File: src/common/ctrl_pkg.sv
// Target control definitions
// CSR register map, target configuration and FSM states

package ctrl_pkg;

  localparam int unsigned CsrDataWidth = 32;
  localparam int unsigned StaAddrWidth = 7;

  // Field positions inside the CSR words
  localparam int unsigned CtrlEnableBit   = 0;
  localparam int unsigned StaAddrValidBit = 7;

  typedef enum logic [1:0] {
    REG_CTRL     = 2'd0,
    REG_STA_ADDR = 2'd1,
    REG_T_HD_DAT = 2'd2
  } csr_addr_e;

  typedef struct packed {
    logic                    enable;
    logic                    sta_addr_valid;
    logic [StaAddrWidth-1:0] sta_addr;
  } target_cfg_t;

  typedef enum logic [2:0] {
    T_IDLE,
    T_ADDR,
    T_ADDR_ACK,
    T_WR_DATA,
    T_DATA_ACK,
    T_IGNORE
  } target_state_e;

endpackage

File: src/common/i3c_pkg.sv
// I3C/I2C bus-level types
// Shared by the bus monitor, the target FSM and the top level

package i3c_pkg;

  // One synchronized bus line
  typedef struct packed {
    logic value;
    logic pos_edge;
    logic neg_edge;
  } line_state_t;

  // Bus conditions, one-cycle pulses
  typedef struct packed {
    logic start;
    logic rstart;
    logic stop;
  } bus_events_t;

  typedef struct packed {
    line_state_t scl;
    line_state_t sda;
    bus_events_t events;
  } bus_state_t;

  // Address byte as received, RnW in bit 0
  typedef struct packed {
    logic [7:0] addr;
    logic       valid;
  } addr_report_t;

  // Write data byte
  typedef struct packed {
    logic [7:0] data;
    logic       valid;
  } rx_byte_t;

endpackage

File: src/bus_monitor/bus_monitor.sv
// Bus state monitor
// Synchronizes SCL and SDA, flags line edges and detects
// START, repeated START and STOP conditions

`timescale 1ns/1ns

module bus_monitor (
  input  logic                clk_i,
  input  logic                rst_i,
  input  logic                scl_i,
  input  logic                sda_i,
  output i3c_pkg::bus_state_t state_o
);
  import i3c_pkg::*;

  logic [1:0]  scl_sync;
  logic [1:0]  sda_sync;
  logic        scl_hist;
  logic        sda_hist;
  logic        busy_q;
  logic        start_det;
  logic        stop_det;
  line_state_t scl_now;
  line_state_t sda_now;
  bus_state_t  state_q;

  function automatic line_state_t track_line(logic cur, logic prev);
    line_state_t ls;
    ls.value    = cur;
    ls.pos_edge = cur & ~prev;
    ls.neg_edge = ~cur & prev;
    return ls;
  endfunction

  // Lines idle high
  always_ff @(posedge clk_i) begin
    if (rst_i) begin
      scl_sync <= 2'b11;
      sda_sync <= 2'b11;
      scl_hist <= 1'b1;
      sda_hist <= 1'b1;
    end else begin
      scl_sync <= {scl_sync[0], scl_i};
      sda_sync <= {sda_sync[0], sda_i};
      scl_hist <= scl_sync[1];
      sda_hist <= sda_sync[1];
    end
  end

  assign scl_now = track_line(scl_sync[1], scl_hist);
  assign sda_now = track_line(sda_sync[1], sda_hist);

  // SDA moving while SCL stays high
  assign start_det = sda_now.neg_edge & scl_now.value & scl_hist;
  assign stop_det  = sda_now.pos_edge & scl_now.value & scl_hist;

  always_ff @(posedge clk_i) begin
    if (rst_i) begin
      busy_q                <= 1'b0;
      state_q               <= '0;
      state_q.scl.value     <= 1'b1;
      state_q.sda.value     <= 1'b1;
    end else begin
      if (start_det) begin
        busy_q <= 1'b1;
      end else if (stop_det) begin
        busy_q <= 1'b0;
      end
      state_q.scl           <= scl_now;
      state_q.sda           <= sda_now;
      state_q.events.start  <= start_det & ~busy_q;
      state_q.events.rstart <= start_det & busy_q;
      state_q.events.stop   <= stop_det;
    end
  end

  assign state_o = state_q;

  a_events_exclusive: assert property (
    @(posedge clk_i) disable iff (rst_i) $onehot0(state_o.events)
  );

endmodule

File: src/configuration.sv
// Target configuration registers
// Enable, static address and SDA hold time behind a simple CSR port

`timescale 1ns/1ns

module configuration #(
  parameter int unsigned TimerWidth = 20
) (
  input  logic                              clk_i,
  input  logic                              rst_i,
  input  logic                              csr_we_i,
  input  ctrl_pkg::csr_addr_e               csr_addr_i,
  input  logic [ctrl_pkg::CsrDataWidth-1:0] csr_wdata_i,
  output logic [ctrl_pkg::CsrDataWidth-1:0] csr_rdata_o,
  output ctrl_pkg::target_cfg_t             cfg_o,
  output logic [TimerWidth-1:0]             t_hd_dat_o
);
  import ctrl_pkg::*;

  target_cfg_t           cfg_q;
  logic [TimerWidth-1:0] t_hd_dat_q;

  always_ff @(posedge clk_i) begin
    if (rst_i) begin
      cfg_q      <= '0;
      t_hd_dat_q <= '0;
    end else if (csr_we_i) begin
      case (csr_addr_i)
        REG_CTRL: begin
          cfg_q.enable <= csr_wdata_i[CtrlEnableBit];
        end
        REG_STA_ADDR: begin
          cfg_q.sta_addr_valid <= csr_wdata_i[StaAddrValidBit];
          cfg_q.sta_addr       <= csr_wdata_i[StaAddrWidth-1:0];
        end
        REG_T_HD_DAT: begin
          // Upper bits beyond the counter width are dropped
          t_hd_dat_q <= csr_wdata_i[TimerWidth-1:0];
        end
        default: ;
      endcase
    end
  end

  always_comb begin
    csr_rdata_o = '0;
    case (csr_addr_i)
      REG_CTRL: begin
        csr_rdata_o[CtrlEnableBit] = cfg_q.enable;
      end
      REG_STA_ADDR: begin
        csr_rdata_o[StaAddrValidBit]    = cfg_q.sta_addr_valid;
        csr_rdata_o[StaAddrWidth-1:0]   = cfg_q.sta_addr;
      end
      REG_T_HD_DAT: begin
        csr_rdata_o[TimerWidth-1:0] = t_hd_dat_q;
      end
      default: ;
    endcase
  end

  assign cfg_o      = cfg_q;
  assign t_hd_dat_o = t_hd_dat_q;

endmodule

File: src/controller.sv
// I3C/I2C target front end top level
// Bus monitor, CSR configuration and static-address write target

`timescale 1ns/1ns

module controller #(
  parameter int unsigned TimerWidth = 20
) (
  input  logic                              clk_i,
  input  logic                              rst_i,

  // Bus pins, sda_o high releases the line
  input  logic                              scl_i,
  input  logic                              sda_i,
  output logic                              sda_o,

  input  logic                              csr_we_i,
  input  ctrl_pkg::csr_addr_e               csr_addr_i,
  input  logic [ctrl_pkg::CsrDataWidth-1:0] csr_wdata_i,
  output logic [ctrl_pkg::CsrDataWidth-1:0] csr_rdata_o,

  output i3c_pkg::bus_events_t              bus_events_o,
  output logic                              bus_scl_posedge_o,
  output i3c_pkg::addr_report_t             bus_addr_o,
  output i3c_pkg::rx_byte_t                 rx_o,
  output logic                              xfer_in_progress_o
);
  import i3c_pkg::*;
  import ctrl_pkg::*;

  bus_state_t            bus;
  target_cfg_t           cfg;
  logic [TimerWidth-1:0] t_hd_dat;

  bus_monitor xbus_monitor (
    .clk_i   (clk_i),
    .rst_i   (rst_i),
    .scl_i   (scl_i),
    .sda_i   (sda_i),
    .state_o (bus)
  );

  assign bus_events_o      = bus.events;
  assign bus_scl_posedge_o = bus.scl.pos_edge;

  configuration #(
    .TimerWidth (TimerWidth)
  ) xconfiguration (
    .clk_i       (clk_i),
    .rst_i       (rst_i),
    .csr_we_i    (csr_we_i),
    .csr_addr_i  (csr_addr_i),
    .csr_wdata_i (csr_wdata_i),
    .csr_rdata_o (csr_rdata_o),
    .cfg_o       (cfg),
    .t_hd_dat_o  (t_hd_dat)
  );

  target_fsm #(
    .TimerWidth (TimerWidth)
  ) xtarget_fsm (
    .clk_i              (clk_i),
    .rst_i              (rst_i),
    .bus_i              (bus),
    .cfg_i              (cfg),
    .t_hd_dat_i         (t_hd_dat),
    .sda_o              (sda_o),
    .addr_o             (bus_addr_o),
    .rx_o               (rx_o),
    .xfer_in_progress_o (xfer_in_progress_o)
  );

endmodule

File: src/target/target_fsm.sv
// Static-address write target
// Matches the address byte, ACKs writes to the static address and
// receives the following data bytes, ACKing each one

`timescale 1ns/1ns

module target_fsm #(
  parameter int unsigned TimerWidth = 20
) (
  input  logic                  clk_i,
  input  logic                  rst_i,
  input  i3c_pkg::bus_state_t   bus_i,
  input  ctrl_pkg::target_cfg_t cfg_i,
  input  logic [TimerWidth-1:0] t_hd_dat_i,
  output logic                  sda_o,
  output i3c_pkg::addr_report_t addr_o,
  output i3c_pkg::rx_byte_t     rx_o,
  output logic                  xfer_in_progress_o
);
  import i3c_pkg::*;
  import ctrl_pkg::*;

  target_state_e         state_q;
  logic [7:0]            shift_q;
  logic [2:0]            bit_cnt_q;
  logic [7:0]            byte_in;
  logic                  byte_done;
  logic                  addr_match;
  logic                  in_ack;
  logic                  hold_busy_q;
  logic [TimerWidth-1:0] hold_cnt_q;
  logic [TimerWidth-1:0] hold_elapsed;
  logic                  hold_fire;
  logic                  sda_q;
  logic                  xfer_q;
  addr_report_t          addr_q;
  rx_byte_t              rx_q;

  // MSB first, current bit taken from the live SDA value
  assign byte_in   = {shift_q[6:0], bus_i.sda.value};
  assign byte_done = bus_i.scl.pos_edge && (bit_cnt_q == 3'd7);

  assign addr_match = cfg_i.enable && cfg_i.sta_addr_valid &&
                      (byte_in[7:1] == cfg_i.sta_addr) && !byte_in[0];

  assign in_ack = (state_q == T_ADDR_ACK) || (state_q == T_DATA_ACK);

  // Cycles since the SCL negedge that opened the hold window
  assign hold_elapsed = bus_i.scl.neg_edge ? '0 : hold_cnt_q;
  assign hold_fire    = in_ack && (bus_i.scl.neg_edge || hold_busy_q) &&
                        (({1'b0, hold_elapsed} + 1'b1) >= {1'b0, t_hd_dat_i});

  always_ff @(posedge clk_i) begin
    if (rst_i) begin
      hold_busy_q <= 1'b0;
      hold_cnt_q  <= '0;
    end else if (!in_ack || hold_fire) begin
      hold_busy_q <= 1'b0;
      hold_cnt_q  <= '0;
    end else if (bus_i.scl.neg_edge) begin
      hold_busy_q <= 1'b1;
      hold_cnt_q  <= TimerWidth'(1);
    end else if (hold_busy_q) begin
      hold_cnt_q <= hold_cnt_q + 1'b1;
    end
  end

  always_ff @(posedge clk_i) begin
    if (bus_i.scl.pos_edge) begin
      shift_q <= byte_in;
    end
  end

  always_ff @(posedge clk_i) begin
    if (rst_i) begin
      state_q      <= T_IDLE;
      bit_cnt_q    <= '0;
      sda_q        <= 1'b1;
      xfer_q       <= 1'b0;
      addr_q.valid <= 1'b0;
      rx_q.valid   <= 1'b0;
    end else begin
      addr_q.valid <= 1'b0;
      rx_q.valid   <= 1'b0;
      if (bus_i.events.stop) begin
        state_q   <= T_IDLE;
        bit_cnt_q <= '0;
        sda_q     <= 1'b1;
        xfer_q    <= 1'b0;
      end else if (bus_i.events.start || bus_i.events.rstart) begin
        state_q   <= T_ADDR;
        bit_cnt_q <= '0;
        sda_q     <= 1'b1;
      end else begin
        case (state_q)
          T_ADDR: begin
            if (bus_i.scl.pos_edge) begin
              bit_cnt_q <= bit_cnt_q + 1'b1;
            end
            if (byte_done && addr_match) begin
              addr_q.addr  <= byte_in;
              addr_q.valid <= 1'b1;
              xfer_q       <= 1'b1;
              state_q      <= T_ADDR_ACK;
            end else if (byte_done) begin
              // Reads and foreign addresses are left unanswered
              state_q <= T_IGNORE;
            end
          end
          T_WR_DATA: begin
            if (bus_i.scl.pos_edge) begin
              bit_cnt_q <= bit_cnt_q + 1'b1;
            end
            if (byte_done) begin
              rx_q.data  <= byte_in;
              rx_q.valid <= 1'b1;
              state_q    <= T_DATA_ACK;
            end
          end
          T_ADDR_ACK, T_DATA_ACK: begin
            // First hold window drives the ACK, second one releases it
            if (hold_fire && sda_q) begin
              sda_q <= 1'b0;
            end else if (hold_fire) begin
              sda_q   <= 1'b1;
              state_q <= T_WR_DATA;
            end
          end
          default: ;
        endcase
      end
    end
  end

  assign sda_o              = sda_q;
  assign addr_o             = addr_q;
  assign rx_o               = rx_q;
  assign xfer_in_progress_o = xfer_q;

  a_sda_low_in_ack: assert property (
    @(posedge clk_i) disable iff (rst_i)
    !sda_o |-> (state_q inside {T_ADDR_ACK, T_DATA_ACK})
  );

endmodule

File: config.mk
export PLATFORM = sky130hd
export DESIGN_NAME = controller
export DESIGN_NICKNAME = d
export VERILOG_FILES = /design/src/common/ctrl_pkg.sv /design/src/common/i3c_pkg.sv /design/src/bus_monitor/bus_monitor.sv /design/src/configuration.sv /design/src/controller.sv /design/src/target/target_fsm.sv
export SDC_FILE = /design/constraint.sdc
export NUM_CORES = 1
export LEC_CHECK = 0
export BUFFER_PORTS_ARGS = -buffer_cell sky130_fd_sc_hd__buf_2
export CORE_MARGIN = 10
export CORE_UTILIZATION = 39
export DETAILED_ROUTE_END_ITERATION = 6
export PLACE_DENSITY = 0.57
export SYNTH_ARGS = -nofsm -noshare
export SYNTH_HDL_FRONTEND = slang
export SYNTH_SLANG_ARGS = --single-unit
export TNS_END_PERCENT = 5
File: constraint.sdc
create_clock -name clk_i -period 8.15 [get_ports clk_i]
set_clock_uncertainty 0.05 [all_clocks]
set_input_delay 0.4075 -clock clk_i [delete_from_list [all_inputs] [get_ports clk_i]]
set_output_delay 0.4075 -clock clk_i [all_outputs]
set_load 0.005 [all_outputs]
=== Word level (Yosys, flattened, before mapping) ===
Index checks and enable logic that the tools add are counted.

* Output and inout bits: 56
* Input bits: 39
* Bits in registers: 95

* Order comparisons: 1
* $add $sub $neg: 3
* Bitwise gates (word level): 20
* Eq/ne operators: 16
* Reduce and logical (&&, ||, !) cells: 38
* Muxes and demuxes: 19

{| class="wikitable"
|+ Operators by type and width
! kind !! count
|-
| adder 20 x 1 -> 21 bit, second input constant || 1
|-
| >= comparator 21 x 20 -> 1 bit || 1
|-
| adder 20 x 1 -> 20 bit, second input constant || 1
|-
| 2-to-1 mux 20 bit || 1
|-
| AND reduction 5 bit || 4
|-
| 2-to-1 mux 3 bit || 5
|-
| case mux 7 bit (2 select lines) || 1
|-
| 2-to-1 mux 12 bit || 1
|-
| AND 1 bit || 10
|-
| inverter 1 bit || 10
|-
| AND reduction 2 bit || 5
|-
| 2-to-1 mux 1 bit || 9
|-
| inequality test 3 x 1 -> 1 bit, second input constant || 3
|-
| case mux 3 bit (3 select lines) || 1
|-
| logical AND 1 bit || 8
|-
| OR reduction 2 bit || 4
|-
| OR reduction 4 bit || 2
|-
| equality test 7 bit || 1
|-
| equality test 3 x 2 -> 1 bit, second input constant || 2
|-
| equality test 3 bit, second input constant || 2
|-
| nonzero test 2 bit || 3
|-
| OR reduction 3 bit || 2
|-
| logical OR 1 bit || 4
|-
| inequality test 2 x 1 -> 1 bit, second input constant || 2
|-
| 13 further kinds || 14
|}

=== Depth between registers and ports, before layout ===
* Word-level depth: 8
* Mapped depth: 17

=== By module ===
Synthesis repeated with hierarchy kept, for this count alone.

* Cells, all modules: 555
* Area, all modules: 5222.5 sq um

{| class="wikitable"
|+ Modules (own cells, without submodules)
! module !! area an instance (sq um) !! cells each !! seq. area each (sq um) !! times used
|-
| target_fsm || 3118.0 || 335 || 1311.3 || 1
|-
| configuration || 1666.6 || 181 || 580.6 || 1
|-
| bus_monitor || 437.9 || 39 || 280.3 || 1
|}

=== Worst setup path after synthesis ===
OpenSTA, ideal clock, no wires.

* Kind: register to register
* From: reg xbus_monitor.state_q (netlist bit xbus_monitor.state_o[6])
* To: reg xtarget_fsm.hold_cnt_q[10]
* Arrival time: 3.665 ns
* Clock period less this slack: 3.829 ns
* Cell stages (with the launch flop): 17
* Buffers on the path: 3
* Setup slack: 4.321 ns
* Cell sequence: dfxtp_1 -> clkbuf_1 -> nor2b_1 -> ha_1 -> nand4_1 -> or4_1 -> buf_2 -> or3_1 -> a21oi_1 -> ha_1 -> nand4_1 -> or4_1 -> a221oi_1 -> o21ai_1 -> nand4b_4 -> buf_6 -> nor2_1

* Longest elaborated chain between the ends: 6

{| class="wikitable"
|+ RTL lines
! what !! line !! text
|-
| start: declaration || bus_monitor.sv:25 || <nowiki>bus_state_t state_q;</nowiki>
|-
| 2-to-1 mux 20 bit || target_fsm.sv:49 || <nowiki>assign hold_elapsed = bus_i.scl.neg_edge ? '0 : hold_cnt_q;</nowiki>
|-
| adder 20 x 1 -> 21 bit || target_fsm.sv:51 || <nowiki>(({1'b0, hold_elapsed} + 1'b1) >= {1'b0, t_hd_dat_i});</nowiki>
|-
| >= comparator 21 x 20 -> 1 bit || target_fsm.sv:51 ||
|-
| logical AND 1 bit || target_fsm.sv:50 || <nowiki>assign hold_fire = in_ack && (bus_i.scl.neg_edge || hold_busy_q) &&</nowiki>
|-
| logical OR 1 bit || target_fsm.sv:57 || <nowiki>end else if (!in_ack || hold_fire) begin</nowiki>
|-
| OR reduction 3 bit (no line) * || -- ||
|-
| end signal: assignment || target_fsm.sv:62 || <nowiki>hold_cnt_q <= TimerWidth'(1);</nowiki>
|-
| end signal: assignment || target_fsm.sv:64 || <nowiki>hold_cnt_q <= hold_cnt_q + 1'b1;</nowiki>
|-
| end: declaration || target_fsm.sv:31 || <nowiki>logic [TimerWidth-1:0] hold_cnt_q;</nowiki>
|}

Every way passes the cells marked *; elsewhere a longest branch is shown, timed or not.
A chain may end at the register's enable or synchronous reset.

=== Worst setup path after layout ===
* From: reg xbus_monitor.state_q (netlist bit xbus_monitor.state_o[6])
* To: reg xtarget_fsm.hold_cnt_q[8]

Same word-level chain as after synthesis.

==> metrics.md <==
| Metric | Value |
|---|---|
| GRT Residual Overflow | `0` |
| Worst R2R Start | `xbus_monitor.state_o[6]` |
| Ys flop type | `dfxtp_1` |
| First-pass DRT Iterations | `4` |
| Post-Syn Area per Cell | `8.74 sq um` |
| Post-synth EDFFs | `23` |
| DP HPWL | `8.63 mm` |
| CP Depth | `13` |
| DIE WIDTH | `131 um` |
| TritonCTS Buffers | `9` |
| Setup Crit Path Kind | `flip-flop to flip-flop` |
| Post-cts resize count | `0` |
| ANT cells | `0` |
| Die area | `0.0173 sq mm` |
| Min cycle time layout | `4.63 ns` |
| Max_cap viols | `0` |
| Slew @ Worst Pin | `0.808 ns` |
| Pwr/cell area | `178 mW/mm^2` |
| Flop2flop setup slack | `3.52 ns` |
| Syn Inst Count | `554` |
| End point of the critical path | `xtarget_fsm.hold_cnt_q[8]` |
| Final setup violating endpoints | `0` |
| CP delay by family, top | `simple AND/OR/NAND/NOR gates` |
| Hold path depth | `2` |
| Clock sink count | `95` |
| Leak | `2.23 nW` |
| GPL Wtd Cong | `0.801` |
| Max_slew headroom | `45.7%` |
| CP max FO | `25` |
| Seq cells post-synth | `95` |
| NumNets Final | `677` |
| WL final | `11.4 mm` |
| Buffer count from post-CTS setup fixing | `0` |
| Fin Setup TNS | `0 ns` |
| Fin. Hold Viols | `0` |
| Most frequent cells in the layout | `nand2_1 (76), dfxtp_1 (72), buf_2 (70)` |
| Core Area | `0.0121 sq mm` |
| Clock transition at path regs | `0.07 ns` |
| Latest clock arrival within the worst-skew pair | `0.35 ns` |
| Port bufs | `70` |
| Initial Util | `40.0%` |
| Peak supply drop | `0.000105 V` |
| Commonest non-fill, non-tap cell in the layout | `nand2_1` |
| Req. time, crit path | `8.33 ns` |
| Highest-delay cell along the critical path | `or4_1` |
| CP cell instances | `nor2b_1 -> ha_1 -> nand4_1 -> or4_1 -> or3_1 -> a21oi_1 -> ha_1 -> nand4_1 -> or4_1 -> a221oi_1 -> o21ai_1 -> nand4b_4 -> nor2_1` |
| Die Ht | `131 um` |
| Ys async rst share | `0%` |
| Share of layout cells above drive strength 1 | `16.3%` |
| FF-to-FF path depth | `13` |
| DRT antenna net count | `0` |
| DR iter-0 viols | `178` |
| Largest net degree at the start of global routing | `42` |
| Vias in the first global route | `3868` |
| RSZ-0062 raised after global routing | `no` |
| Setup crit start | `xbus_monitor.state_o[6]` |
| WP data arrival | `4.80 ns` |
| Root Buffer | `clkbuf_16` |
| Vias | `3903` |
| Fmax | `216 MHz` |
| Outcome | `completed` |
| Worst setup EP type | `flip-flop` |
| Clock Tree Buf Depth | `2` |
| Final Max Tran Viols | `0` |
| Post-DR vias/cell | `4.98` |
| Seq/Total Area, Yosys | `44.0%` |
| CTS Hold Buffers Added | `0` |
| YS warnings | `0` |
| CP peak stage delay | `0.67 ns` |
| CTS tree | `built` |
| Fin util | `46.0%` |
| Drc violations | `0` |
| Fin crit share | `56.8%` |
| Ports | `95` |
| Antenna violations before repair | `0` |
| First-pass GRT wire length | `19.1 mm` |
| Yosys cell types | `51` |
| Area growth syn-to-layout | `14.9%` |
| HP Class | `input port to flip-flop` |
| Gr usage total | `13.2%` |
| H-tree Lvls | `3` |
| Critical path launch point type | `flip-flop` |
| R2R Path End | `xtarget_fsm.hold_cnt_q[8]` |
| Cell Area, Synth | `0.00484 sq mm` |
| WP buf/inv | `0` |
| Row cnt | `40` |
| WL per Instance | `14.5 um` |
## Yosys cell counts (4+ instances only)
cell,n,share of area (%)
a21o_1,4,0.62
a21oi_1,48,5.0
a22oi_1,7,1.1
and2_1,13,1.7
and3_1,7,0.90
buf_4,15,2.3
clkbuf_1,16,1.2
dfxtp_1,72,30
edfxtp_1,23,14
ha_1,28,7.2
inv_1,28,2.2
nand2_1,76,5.9
nand3_1,26,2.7
nand4_1,12,1.5
nor2_1,54,4.2
nor2b_1,11,1.4
nor3_1,7,0.72
o21ai_0,12,1.2
or2_2,7,0.90
or3_1,8,1.0
xnor2_1,15,2.7
xor2_1,23,4.2
## sequential cells by signal, indices dropped and copies added (netlist names), 2 cells and up
signal	cells
xconfiguration.cfg_o	9
xtarget_fsm.state_q	3
xtarget_fsm.addr_o	9
xtarget_fsm.bit_cnt_q	3
xbus_monitor.scl_sync	2
xtarget_fsm.shift_q	7
xbus_monitor.state_o	5
xconfiguration.t_hd_dat_o	20
xbus_monitor.sda_sync	2
xtarget_fsm.rx_o	9
xtarget_fsm.hold_cnt_q	20
## final cells by class
type	count	area, sq um
sequential	95	2130
clock buffer	9	225
clock inverter	7	97.6
multi-input combinational	406	2450
timing repair buffer	70	350
tap	168	210
inverter	28	105
fill	1246	6550
## how the worst min path moves through the flow
stage               slack (ns)                     start                  endpoint
finish                    0.19                     sda_i  xbus_monitor.sda_sync[0]
global route              0.18                     sda_i  xbus_monitor.sda_sync[0]
CTS                       0.18                     sda_i  xbus_monitor.sda_sync[0]
detailed placement        0.36  xbus_monitor.scl_sync[0]  xbus_monitor.scl_sync[1]
global placement          0.35  xbus_monitor.scl_sync[0]  xbus_monitor.scl_sync[1]
floorplan                 0.34  xbus_monitor.scl_sync[0]  xbus_monitor.scl_sync[1]
## logic make-up (layout without fill, tap and decap cells)
| family | after synthesis | count (layout) | synth area share (%) |
|---|---|---|---|
| simple gates | 239 | 239 | 24.1 |
| flops | 95 | 95 | 44.0 |
| compound gates | 87 | 87 | 10.9 |
| buf+inv | 64 | 114 | 6.35 |
| xor+xnor | 38 | 38 | 6.87 |
| fa+ha+maj | 28 | 28 | 7.23 |
| mux | 2 | 2 | 0.413 |
| other cells | 1 | 12 | 0.0774 |
## metrics by stage
stage / hold WS (ns) / worst slack, ns / cells / cell area (sq um) / total power, mW
floorplan: 0.339 / 4.32 / 565 / 4890 / 0.539
global placement: 0.351 / 3.58 / 767 / 5240 / 0.552
detailed placement: 0.363 / 3.52 / 767 / 5240 / 0.553
CTS: 0.179 / 3.49 / 783 / 5570 / 1.00
global route: 0.184 / 3.07 / 783 / 5570 / 1.03
finish: 0.186 / 3.52 / 783 / 5570 / 0.993
## per-layer routing
metal  share of wire (%)  vias to the layer above  GRT usage (%)
li1                    -                     1984              -
met1                  46                     1829           15.8
met2                  48                       79           22.4
met3                 3.9                       11           3.47
met4                 1.4                        0           4.64
met5                   0                        -              0
## report_power, final
group          internal [mW]  leakage, nW  switching, mW
Clock                  0.249        0.159          0.202
Combinational         0.0188         1.29         0.0293
Sequential             0.487        0.789        0.00725
No activity file was read; power rests on OpenSTA's default activity.
